==> src/logic/cpuPkg.sv <==
package cpuPkg;

	// register number, 32 architectural registers
	typedef logic [4:0] regIdxT;

	// alu operations, three bits leave room for two more
	typedef enum logic [2:0] {
		opAdd = 3'd0,
		opSub = 3'd1,
		opAnd = 3'd2,
		opOr  = 3'd3,
		opXor = 3'd4,
		opSlt = 3'd5
	} aluOpT;

	// control bits carried down the pipe with the instruction
	typedef struct packed {
		logic  regWrite;
		logic  useImm;
		logic  zeroExtImm;
		aluOpT aluOp;
	} ctrlT;

	// operand source select, same codes as the classic mips forwarding unit
	typedef enum logic [1:0] {
		fwdNone   = 2'b00,
		fwdMemWb  = 2'b01,
		fwdExeMem = 2'b10
	} fwdSelT;

	// source registers held in id/exe
	typedef struct packed {
		regIdxT rs;
		regIdxT rt;
	} srcRegsT;

	// destination of a later stage, as seen by forwarding
	typedef struct packed {
		regIdxT rd;
		logic   regWrite;
	} stageDestT;

	// opcodes
	localparam logic [5:0] opcRtype = 6'h00;
	localparam logic [5:0] opcAddi  = 6'h08;
	localparam logic [5:0] opcAndi  = 6'h0c;
	localparam logic [5:0] opcOri   = 6'h0d;

	// r-type funct codes
	localparam logic [5:0] fnAdd = 6'h20;
	localparam logic [5:0] fnSub = 6'h22;
	localparam logic [5:0] fnAnd = 6'h24;
	localparam logic [5:0] fnOr  = 6'h25;
	localparam logic [5:0] fnXor = 6'h26;
	localparam logic [5:0] fnSlt = 6'h2a;

endpackage

==> src/logic/aluUnit.sv <==
module aluUnit #(
	parameter int DataWidth = 32
) (
	input  cpuPkg::aluOpT        aluOp,
	input  logic [DataWidth-1:0] opA,
	input  logic [DataWidth-1:0] opB,
	output logic [DataWidth-1:0] result
);

	// signed compare for slt
	logic lessThan;

	assign lessThan = $signed(opA) < $signed(opB);

	always_comb begin
		case (aluOp)
			// add and sub wrap at the data width
			cpuPkg::opAdd: result = opA + opB;
			cpuPkg::opSub: result = opA - opB;
			// bitwise ops
			cpuPkg::opAnd: result = opA & opB;
			cpuPkg::opOr:  result = opA | opB;
			cpuPkg::opXor: result = opA ^ opB;
			// one or zero
			cpuPkg::opSlt: result = DataWidth'(lessThan);
			// spare codes
			default:       result = '0;
		endcase
	end

endmodule

==> src/logic/decodeControl.sv <==
module decodeControl (
	input  logic [31:0]    instr,
	output cpuPkg::regIdxT rs,
	output cpuPkg::regIdxT rt,
	output cpuPkg::regIdxT rd,
	output logic [15:0]    imm16,
	output cpuPkg::ctrlT   ctrl
);

	// instruction fields
	logic [5:0] opcode;
	logic [5:0] funct;

	assign opcode = instr[31:26];
	assign funct  = instr[5:0];

	// source fields sit at the same place for r and i type
	assign rs    = instr[25:21];
	assign rt    = instr[20:16];
	assign imm16 = instr[15:0];

	always_comb begin
		// start as a nop, nothing written
		ctrl = '0;
		// r-type destination field
		rd = instr[15:11];
		case (opcode)
			cpuPkg::opcRtype: begin
				ctrl.regWrite = 1'b1;
				case (funct)
					cpuPkg::fnAdd: ctrl.aluOp = cpuPkg::opAdd;
					cpuPkg::fnSub: ctrl.aluOp = cpuPkg::opSub;
					cpuPkg::fnAnd: ctrl.aluOp = cpuPkg::opAnd;
					cpuPkg::fnOr:  ctrl.aluOp = cpuPkg::opOr;
					cpuPkg::fnXor: ctrl.aluOp = cpuPkg::opXor;
					cpuPkg::fnSlt: ctrl.aluOp = cpuPkg::opSlt;
					// unknown funct drops the write
					default:       ctrl.regWrite = 1'b0;
				endcase
			end
			cpuPkg::opcAddi: begin
				// i-type writes the rt field
				rd = instr[20:16];
				ctrl.regWrite = 1'b1;
				ctrl.useImm = 1'b1;
				ctrl.aluOp = cpuPkg::opAdd;
			end
			cpuPkg::opcAndi: begin
				rd = instr[20:16];
				ctrl.regWrite = 1'b1;
				ctrl.useImm = 1'b1;
				// logical immediates are zero extended
				ctrl.zeroExtImm = 1'b1;
				ctrl.aluOp = cpuPkg::opAnd;
			end
			cpuPkg::opcOri: begin
				rd = instr[20:16];
				ctrl.regWrite = 1'b1;
				ctrl.useImm = 1'b1;
				ctrl.zeroExtImm = 1'b1;
				ctrl.aluOp = cpuPkg::opOr;
			end
			default: begin
				// unsupported opcode, stays a nop
				ctrl.regWrite = 1'b0;
			end
		endcase
	end

endmodule

==> src/logic/forwardingUnit.sv <==
module forwardingUnit (
	input  cpuPkg::srcRegsT   srcRegs,
	input  cpuPkg::stageDestT exeMemDest,
	input  cpuPkg::stageDestT memWbDest,
	output cpuPkg::fwdSelT    fwdOp1,
	output cpuPkg::fwdSelT    fwdOp2
);

	// source select for one operand
	function automatic cpuPkg::fwdSelT pickSource(
		input cpuPkg::regIdxT    src,
		input cpuPkg::stageDestT exeMem,
		input cpuPkg::stageDestT memWb
	);
		// newest result first, exe/mem beats mem/wb
		if (exeMem.regWrite && (exeMem.rd != '0) && (exeMem.rd == src)) begin
			return cpuPkg::fwdExeMem;
		end
		// older result still in flight
		if (memWb.regWrite && (memWb.rd != '0) && (memWb.rd == src)) begin
			return cpuPkg::fwdMemWb;
		end
		// register file value is current
		return cpuPkg::fwdNone;
	endfunction

	// rs feeds operand 1
	assign fwdOp1 = pickSource(srcRegs.rs, exeMemDest, memWbDest);
	// rt feeds operand 2, each with its own select
	assign fwdOp2 = pickSource(srcRegs.rt, exeMemDest, memWbDest);

endmodule

==> src/logic/pipelineCore.sv <==
module pipelineCore #(
	parameter int DataWidth = 32
) (
	input  logic                 clk,
	input  logic                 reset,
	input  logic                 instrValid,
	input  logic [31:0]          instr,
	output logic                 wbValid,
	output cpuPkg::regIdxT       wbRd,
	output logic [DataWidth-1:0] wbData
);

	// decode outputs
	cpuPkg::regIdxT decRs;
	cpuPkg::regIdxT decRt;
	cpuPkg::regIdxT decRd;
	logic [15:0] decImm16;
	cpuPkg::ctrlT decCtrl;
	logic [DataWidth-1:0] decImmExt;

	// register file read data
	logic [DataWidth-1:0] rfDataA;
	logic [DataWidth-1:0] rfDataB;

	// id/exe stage
	cpuPkg::ctrlT idExeCtrl;
	cpuPkg::srcRegsT idExeSrc;
	cpuPkg::regIdxT idExeRd;
	logic [DataWidth-1:0] idExeA;
	logic [DataWidth-1:0] idExeB;
	logic [DataWidth-1:0] idExeImm;

	// exe/mem and mem/wb stages
	cpuPkg::stageDestT exeMemDest;
	logic [DataWidth-1:0] exeMemData;
	cpuPkg::stageDestT memWbDest;
	logic [DataWidth-1:0] memWbData;

	// execute stage
	cpuPkg::fwdSelT fwdOp1;
	cpuPkg::fwdSelT fwdOp2;
	logic [DataWidth-1:0] aluOpA;
	logic [DataWidth-1:0] aluOpB;
	logic [DataWidth-1:0] aluResult;

	decodeControl decodeControl_i (
		.instr(instr),
		.rs(decRs),
		.rt(decRt),
		.rd(decRd),
		.imm16(decImm16),
		.ctrl(decCtrl)
	);

	// write port driven from mem/wb
	registerFile #(
		.DataWidth(DataWidth)
	) registerFile_i (
		.clk(clk),
		.reset(reset),
		.rdAddrA(decRs),
		.rdAddrB(decRt),
		.rdDataA(rfDataA),
		.rdDataB(rfDataB),
		.wrEn(wbValid),
		.wrAddr(memWbDest.rd),
		.wrData(memWbData)
	);

	// immediate extension, sign or zero
	assign decImmExt = decCtrl.zeroExtImm ? DataWidth'(decImm16) : DataWidth'($signed(decImm16));

	// id/exe control, a bubble clears regWrite
	always_ff @(posedge clk) begin
		if (reset) begin
			idExeCtrl <= '0;
		end else begin
			idExeCtrl <= decCtrl;
			idExeCtrl.regWrite <= instrValid && decCtrl.regWrite;
		end
	end

	// id/exe payload, loaded only with a valid instruction
	always_ff @(posedge clk) begin
		if (instrValid) begin
			idExeSrc <= '{rs: decRs, rt: decRt};
			idExeRd <= decRd;
			idExeA <= rfDataA;
			idExeB <= rfDataB;
			idExeImm <= decImmExt;
		end
	end

	forwardingUnit forwardingUnit_i (
		.srcRegs(idExeSrc),
		.exeMemDest(exeMemDest),
		.memWbDest(memWbDest),
		.fwdOp1(fwdOp1),
		.fwdOp2(fwdOp2)
	);

	// operand mux shared by both alu inputs
	function automatic logic [DataWidth-1:0] fwdMux(
		input cpuPkg::fwdSelT       sel,
		input logic [DataWidth-1:0] regVal,
		input logic [DataWidth-1:0] exeMemVal,
		input logic [DataWidth-1:0] memWbVal
	);
		case (sel)
			cpuPkg::fwdExeMem: return exeMemVal;
			cpuPkg::fwdMemWb:  return memWbVal;
			default:           return regVal;
		endcase
	endfunction

	assign aluOpA = fwdMux(fwdOp1, idExeA, exeMemData, memWbData);
	// immediate wins over any forwarded rt
	assign aluOpB = idExeCtrl.useImm ? idExeImm : fwdMux(fwdOp2, idExeB, exeMemData, memWbData);

	aluUnit #(
		.DataWidth(DataWidth)
	) aluUnit_i (
		.aluOp(idExeCtrl.aluOp),
		.opA(aluOpA),
		.opB(aluOpB),
		.result(aluResult)
	);

	// exe/mem and mem/wb destinations
	always_ff @(posedge clk) begin
		if (reset) begin
			exeMemDest <= '0;
			memWbDest <= '0;
		end else begin
			exeMemDest <= '{rd: idExeRd, regWrite: idExeCtrl.regWrite};
			memWbDest <= exeMemDest;
		end
	end

	// result data moves with its destination
	always_ff @(posedge clk) begin
		exeMemData <= aluResult;
		memWbData <= exeMemData;
	end

	// writeback, r0 targets are dropped here
	assign wbValid = memWbDest.regWrite && (memWbDest.rd != '0);
	assign wbRd = memWbDest.rd;
	assign wbData = memWbData;

endmodule

==> src/logic/registerFile.sv <==
module registerFile #(
	parameter int DataWidth = 32
) (
	input  logic                 clk,
	input  logic                 reset,
	input  cpuPkg::regIdxT       rdAddrA,
	input  cpuPkg::regIdxT       rdAddrB,
	output logic [DataWidth-1:0] rdDataA,
	output logic [DataWidth-1:0] rdDataB,
	input  logic                 wrEn,
	input  cpuPkg::regIdxT       wrAddr,
	input  logic [DataWidth-1:0] wrData
);

	// register array
	logic [DataWidth-1:0] regs [32];

	// write port, r0 never written
	always_ff @(posedge clk) begin
		if (reset) begin
			for (int i = 0; i < 32; i++) begin
				regs[i] <= '0;
			end
		end else if (wrEn && (wrAddr != '0)) begin
			regs[wrAddr] <= wrData;
		end
	end

	// one read port with r0 and write-through handling
	function automatic logic [DataWidth-1:0] readPort(input cpuPkg::regIdxT addr);
		if (addr == '0) begin
			return '0;
		end
		// same-cycle write goes straight to the reader
		if (wrEn && (wrAddr == addr)) begin
			return wrData;
		end
		return regs[addr];
	endfunction

	always_comb begin
		rdDataA = readPort(rdAddrA);
		rdDataB = readPort(rdAddrB);
	end

endmodule

==> config.mk <==
export PLATFORM = sky130hd
export DESIGN_NAME = pipelineCore
export DESIGN_NICKNAME = d
export VERILOG_FILES = /design/src/logic/cpuPkg.sv /design/src/logic/aluUnit.sv /design/src/logic/decodeControl.sv /design/src/logic/forwardingUnit.sv /design/src/logic/pipelineCore.sv /design/src/logic/registerFile.sv
export SDC_FILE = /design/constraint.sdc
export NUM_CORES = 2
export LEC_CHECK = 0
export ABC_CLOCK_PERIOD_IN_PS = 7000
export CORE_MARGIN = 2
export CORE_UTILIZATION = 59
export CTS_CLUSTER_DIAMETER = 60
export DETAILED_ROUTE_END_ITERATION = 10
export DONT_BUFFER_PORTS = 1
export GPL_TIMING_DRIVEN = 0
export PLACE_DENSITY = 0.75
export SYNTH_ARGS = -nofsm -noshare
export SYNTH_HDL_FRONTEND = slang
export SYNTH_SLANG_ARGS = --single-unit
==> constraint.sdc <==
create_clock -name clk -period 7 [get_ports clk]
set_input_delay 0.7 -clock clk [delete_from_list [all_inputs] [get_ports clk]]
set_output_delay 0.7 -clock clk [all_outputs]
set_load 0.05 [all_outputs]
## After elaboration in Yosys (flattened, before gate mapping)

Memories as Yosys holds them, arrays and structs flattened.
Cells that the tools add are included.

- Register bits after elaboration: 177
- Output and inout port bits: 38
- RAM bits: 1024
- Bits in read-only memories: 0
- Latch bits: 0
- Input port bits: 35
- Word-level logic and storage cells: 114
- Memories kept: 1

Memories:

| memory | depth | bits a word | read ports | clocked after memory_dff | wr ports | line | text |
|---|---|---|---|---|---|---|---|
| registerFile_i.regs | 32 | 32 | 2 | 0 | 32 | registerFile.sv:16 | `logic [DataWidth-1:0] regs [32];` |

- Order comparisons: 1
- Muxes and demuxes: 47
- Divide/modulo/power cells: 0
- $add $sub $neg: 2
- Equal/unequal tests: 24
- Reduce and logical (&&, ||, !) cells: 20
- Multiply operators: 0
- Bitwise gates (word level): 3
- Shift operators: 0

Operator list:

| kind | count |
|---|---|
| two-way mux 32 bit | 10 |
| one-hot mux 32 bit (6 select lines) | 1 |
| one-hot mux 32 bit (2 select lines) | 2 |
| equality test 6 bit (second input constant) | 6 |
| adder 32 bit | 1 |
| AND 32 bit | 1 |
| less-than comparator 32 bit | 1 |
| OR 32 bit | 1 |
| OR reduction 32 bit | 1 |
| subtractor 32 bit | 1 |
| XOR 32 bit | 1 |
| equality test 5 bit | 6 |
| two-way mux 1 bit | 21 |
| equality test 6 x 4 -> 1 bit (second input constant) | 3 |
| two-way mux 2 bit | 8 |
| one-hot mux 3 bit (5 select lines) | 1 |
| logical AND 1 bit | 10 |
| zero test 5 bit | 2 |
| two-way mux 5 bit | 2 |
| nonzero test 5 bit | 2 |
| one-hot mux 3 bit (3 select lines) | 1 |
| equality test 3 x 2 -> 1 bit (second input constant) | 2 |
| equality test 3 bit (second input constant) | 2 |
| zero test 6 bit | 1 |
| 8 further kinds | 10 |

## Depth between registers and ports, before layout

- Word-level depth: 12
- Mapped depth: 20
- Gate-level depth less buffers: 19

## Modules after synthesis

A second synthesis with hierarchy kept.

- Cell total of the unflattened synthesis: 5121
- Area total of the unflattened synthesis: 67081.8 um2

Modules (own cells, without submodules):

| module | times used | cells each | sequential area each (um2) | area an instance (um2) |
|---|---|---|---|---|
| registerFile | 1 | 3797 | 30749.5 | 55055.3 |
| pipelineCore | 1 | 455 | 4504.3 | 6227.2 |
| aluUnit | 1 | 781 | 0.0 | 5094.9 |
| decodeControl | 1 | 54 | 0.0 | 434.2 |
| forwardingUnit | 1 | 34 | 0.0 | 270.3 |

## Worst setup path before layout

No wires, ideal clock.

- Path type: reg-to-reg
- Start point: register wbRd[0] (netlist name)
- End point: register exeMemData[30]
- Arrival time: 4.598 ns
- Cell stages (with the launch flop): 21
- Period minus slack after synthesis: 4.724 ns
- Path slack: 2.276 ns
- Buffers on the path: 2
- Library setup time: 0.127 ns
- Data required time: 6.873 ns
- Cell sequence: dfxtp_1 clkbuf_1 xnor2_1 nand3_1 nor4_2 buf_2 mux2i_1 a211oi_1 a21o_1 ha_1 fa_1 a21o_1 a21oi_2 o31ai_2 o21ai_1 a31oi_1 a211oi_1 o41ai_1 a221o_1 mux2i_1 o21ai_1

- Longest elaborated chain between the ends: 12
- Elaborated cells between the ends (all ways): 29
- Those cells by class: add/sub: 2; eq/ne: 6; mux: 14; bitwise: 3; reduce/logical: 4

RTL lines:

| what | line | text |
|---|---|---|
| nonzero test 5 bit | forwardingUnit.sv:20 | `if (memWb.regWrite && (memWb.rd != '0) && (memWb.rd == src)) begin` |
| logical AND 1 bit (2 in a row) | forwardingUnit.sv:20 |  |
| two-way mux 1 bit (2 in a row) | forwardingUnit.sv:20 |  |
| two-way mux 2 bit | forwardingUnit.sv:24 | `return cpuPkg::fwdNone;` |
| two-way mux 2 bit | forwardingUnit.sv:20 |  |
| equality test 2 x 1 -> 1 bit or equality test 2 bit (tied branches) | pipelineCore.sv:109 | `case (sel)` |
| one-hot mux 32 bit (2 select lines) | pipelineCore.sv:109 |  |
| two-way mux 32 bit | pipelineCore.sv:118 | `assign aluOpB = idExeCtrl.useImm ? idExeImm : fwdMux(fwdOp2, idExeB, exeMemData, memWbData);` |
| subtractor 32 bit (tied with other cells) | aluUnit.sv:19 | `cpuPkg::opSub: result = opA - opB;` |
| one-hot mux 32 bit (6 select lines) (*) | aluUnit.sv:16 | `case (aluOp)` |
| via aluResult[30] | pipelineCore.sv:44 | `logic [DataWidth-1:0] aluResult;` |
| end signal, assigned | pipelineCore.sv:142 | `exeMemData <= aluResult;` |
| end, declared | pipelineCore.sv:35 | `logic [DataWidth-1:0] exeMemData;` |

The timed path passes the listed nets; every way through them passes the cells marked *. The select of a mux whose other input is x is not followed.
A chain may end at the register's enable or synchronous reset.

## Final worst setup path

- Start point: register wbRd[3] (netlist name)
- End point: register exeMemData[20]

- Longest elaborated chain between the ends: 12
- Elaborated cells between the ends (all ways): 29
- Those cells by class: add/sub: 2; eq/ne: 6; mux: 14; bitwise: 3; reduce/logical: 4

RTL lines:

| what | line |
|---|---|
| nonzero test 5 bit | forwardingUnit.sv:20 |
| logical AND 1 bit (2 in a row) | forwardingUnit.sv:20 |
| two-way mux 1 bit (2 in a row) | forwardingUnit.sv:20 |
| two-way mux 2 bit | forwardingUnit.sv:24 |
| two-way mux 2 bit | forwardingUnit.sv:20 |
| equality test 2 x 1 -> 1 bit or equality test 2 bit (tied branches) | pipelineCore.sv:109 |
| one-hot mux 32 bit (2 select lines) | pipelineCore.sv:109 |
| two-way mux 32 bit | pipelineCore.sv:118 |
| subtractor 32 bit (tied with other cells) | aluUnit.sv:19 |
| one-hot mux 32 bit (6 select lines) (*) | aluUnit.sv:16 |
| via aluResult[20] | pipelineCore.sv:44 |

Marked as above.

==> flow_summary.json <==
{
  "status": "finished, violations left",
  "violations": "capacitance limit, slew limit",
  "io_buffers": 0,
  "die_height_microns": 340,
  "drtIter0Drc": 8366,
  "fin_worst_skew_ps": 33.7,
  "power.total_mw": 19.8,
  "clk_latency_ps": 780,
  "grt_first_pass_wirelength_microns": 345000,
  "synth_area_leaders": "edfxtp_1 50%, mux4_2 19%, and2_1 9.3%",
  "cts_resized": 0,
  "synth_warnings": 0,
  "power_switching_mw": 6.31,
  "p_leak_nw": 26.5,
  "async_flop_share_pct": 0,
  "clk_path_buf_depth": 3,
  "htreeDepth": 4,
  "netlist.area_leader.share_pct": 50.5,
  "syn_avg_cell_area_sq_um": 13.9,
  "synthDistinctLibCells": 78,
  "rrSetupSlack_ps": 320,
  "vias_per_cell": 7.19,
  "grt_util_all_layers_pct": 43.6,
  "p_int_mw": 13.5,
  "postCtsSetupBuffers": 0,
  "final-setup-viol-count": 0,
  "worst_slack_ps": 321,
  "maxCapViolCount": 13,
  "cp.arrival_ps": 7310,
  "hold_class": "input pin to flop",
  "grt_pass1_vias": 45274,
  "netlist_instances": 4805,
  "start_util_pct": 59.4,
  "ys_seq_elements": 1201,
  "rows": 123,
  "synth.largest_area_cell": "edfxtp_1",
  "seqPwrFrac_pct": 46.5,
  "tightestPinTransition_ps": 1670,
  "grt_antenna_before_repair": 14,
  "final_hold_viol_count": 0,
  "vdd_drop_max_v": 0.000255,
  "switching_share_pct": 31.9,
  "place_ws_ps": 561,
  "fmax_mhz": 150,
  "whs_ps": 20.0,
  "finalCriticalPeriod_ps": 6680,
  "cts_tree": "done",
  "grt_overflow": 0,
  "syn-cell-area_sq_um": 66600,
  "die_x_microns": 340,
  "synthFlopType": "edfxtp_1",
  "root_buffer": "clkbuf_16",
  "fin_area_sq_um": 73100,
  "rsz0062_at_grt": "false",
  "crit_fanout": 10,
  "drive_above_1_share_pct": 18.4,
  "gp_congestion": 1.09,
  "p_comb_share_pct": 17.1,
  "cts_buffers": 133,
  "start_kind": "flop",
  "fin_crit_sh_pct": 95.4,
  "cts_hold_buf": 0,
  "crit_required_ps": 7640,
  "grt_max_degree": 98,
  "nNetsFinal": 5111,
  "synth-edff-count": 1120,
  "ys_seq_area_share_pct": 52.9,
  "drcViolationCount": 0,
  "dpl_cell_area_sq_um": 68700,
  "final-max-slew-violation-count": 116,
  "placeableCoreArea_sq_um": 112000,
  "num_vias": 47426,
  "cp-end-kind": "flop",
  "crit_type": "flop to flop",
  "tns_ps": 0,
  "dp_hpwl_microns": 183000,
  "relSlewSlack_pct": -11.4,
  "p_clk_share_pct": 36.4,
  "cts_sinks": 1201,
  "ant_nets": 0,
  "fp.dieArea_sq_um": 116000,
  "power-per-cell-area_nw_per_um2": 271,
  "ios": 73,
  "clk_pin_slew_ps": 60,
  "areaGrowthSynthToFinish_pct": 9.74,
  "drt_wl_total_microns": 252000,
  "dr.pass1.iters": 10,
  "wl_per_cell_microns": 38.3
}
[cells by family (layout without fill, tap and decap cells)]
logic type      count (synthesis)  count (layout)  synth area share (%)
fa+ha+maj                     100             100                  1.90
other cells                     1              45               0.00563
mux                           790             790                  22.3
xor+xnor                       49              49                 0.644
buf+inv                       567             812                  3.38
flops                        1201            1201                  52.9
compound gates                587             587                  5.96
simple gates                 1510            1510                  12.9
[flip-flops by register name, indices dropped and copies added (netlist names)]
signal               count
exeMemData              32
exeMemDest               6
idExeA                  32
idExeB                  32
idExeCtrl                5
idExeImm                17
idExeRd                  5
idExeSrc                10
memWbDest                1
registerFile_i.regs   1024
wbData                  32
wbRd                     5
[critical path: stages, from the launching register on]
cell	delay [ps]
dfxtp_1	420
buf_1	860
xnor2_1	200
nand3_1	120
nor4_2	600
buf_2	450
mux2i_1	130
o21ai_0	480
inv_1	130
ha_1	250
fa_1	470
o21bai_1	170
a21oi_1	120
o21bai_1	180
a21oi_2	130
o31ai_1	600
a311oi_1	290
o41ai_1	380
a21o_1	210
o21ai_0	100
a21o_1	240
[stage by stage]
| step | cells | utilization, % |
|---|---|---|
| 3_5_place_dp | 6340 | 61.2 |
| 5_1_grt | 6584 | 65.2 |
| 2_1_floorplan | 4836 | - |
| 4_1_cts | 6580 | 65.1 |
| 3_3_place_gp | 6336 | 61.2 |
| 6_report | 6594 | 65.2 |
[synth_stat cells, drive strengths merged (6+ instances only)]
| cell type | number |
|---|---|
| edfxtp | 1120 |
| and2 | 995 |
| mux4 | 550 |
| clkbuf | 361 |
| nor2 | 219 |
| mux2i | 205 |
| a21oi | 131 |
| nand2 | 112 |
| a211oi | 105 |
| buf | 104 |
| inv | 101 |
| ha | 98 |
| o21ai | 96 |
| dfxtp | 81 |
| or2 | 49 |
| o22ai | 43 |
| mux2 | 35 |
| a21o | 34 |
| xnor2 | 34 |
| o211ai | 31 |
| nand3 | 28 |
| nand2b | 26 |
| o221ai | 24 |
| a221oi | 21 |
| nor2b | 20 |
| nor4 | 16 |
| o21bai | 15 |
| xor2 | 15 |
| nor3 | 13 |
| a221o | 12 |
| o31ai | 12 |
| a31oi | 10 |
| o21a | 7 |
| or3 | 7 |
| nand3b | 6 |
[layout by cell type, fill, tap and decap left out, types with 105 or more instances in the layout]
cell type,Yosys,final
edfxtp_1,1120,1120
and2_1,995,995
mux4_2,550,550
clkbuf_1,361,386
nor2_1,219,219
mux2i_1,205,205
clkbuf_16,0,139
a21oi_1,128,128
nand2_1,112,112
a211oi_1,105,105
[layer usage]
| layer | share of wire (%) | vias to the layer above | track usage, % |
|---|---|---|---|
| met1 | 33 | 23779 | 54.5 |
| met2 | 43 | 4155 | 62.5 |
| met5 | 0.034 | - | 0.123 |
| met4 | 8.7 | 10 | 30.3 |
| li1 | - | 18586 | - |
| met3 | 15 | 896 | 17.3 |
[final timing paths]
path / start / endpoint / depth (start not counted)
min reg2reg: exeMemData[21]$_DFF_P_ / wbData[21]$_DFF_P_ / 0
max reg2reg: wbRd[3]$_SDFF_PP0_ / exeMemData[20]$_DFF_P_ / 20
min: instr[25] / idExeSrc[9]$_DFFE_PP_ / 0
max: wbRd[3]$_SDFF_PP0_ / exeMemData[20]$_DFF_P_ / 20
[area by class of cell]
type | count | area (sq um)
well taps | 1500 | 1880
multi-input cells | 3068 | 29300
clock inverters | 65 | 713
repair buffers | 5 | 71.3
diodes | 13 | 32.5
clock buffers | 175 | 3650
plain buffers | 465 | 1880
flip-flops and latches | 1201 | 35300
inverters | 102 | 383
fillers | 8069 | 39100
[power by group through the flow]
stage | Combinational (mW) | Sequential (mW) | Clock [mW]
2_1_floorplan | 1.91 | 8.84 | 0
3_3_place_gp | 3.18 | 9.26 | 0
3_5_place_dp | 3.20 | 9.28 | 0
4_1_cts | 3.21 | 9.14 | 7.13
5_1_grt | 3.43 | 9.18 | 7.39
6_report | 3.38 | 9.21 | 7.22
(Power assumes the default switching activity.)
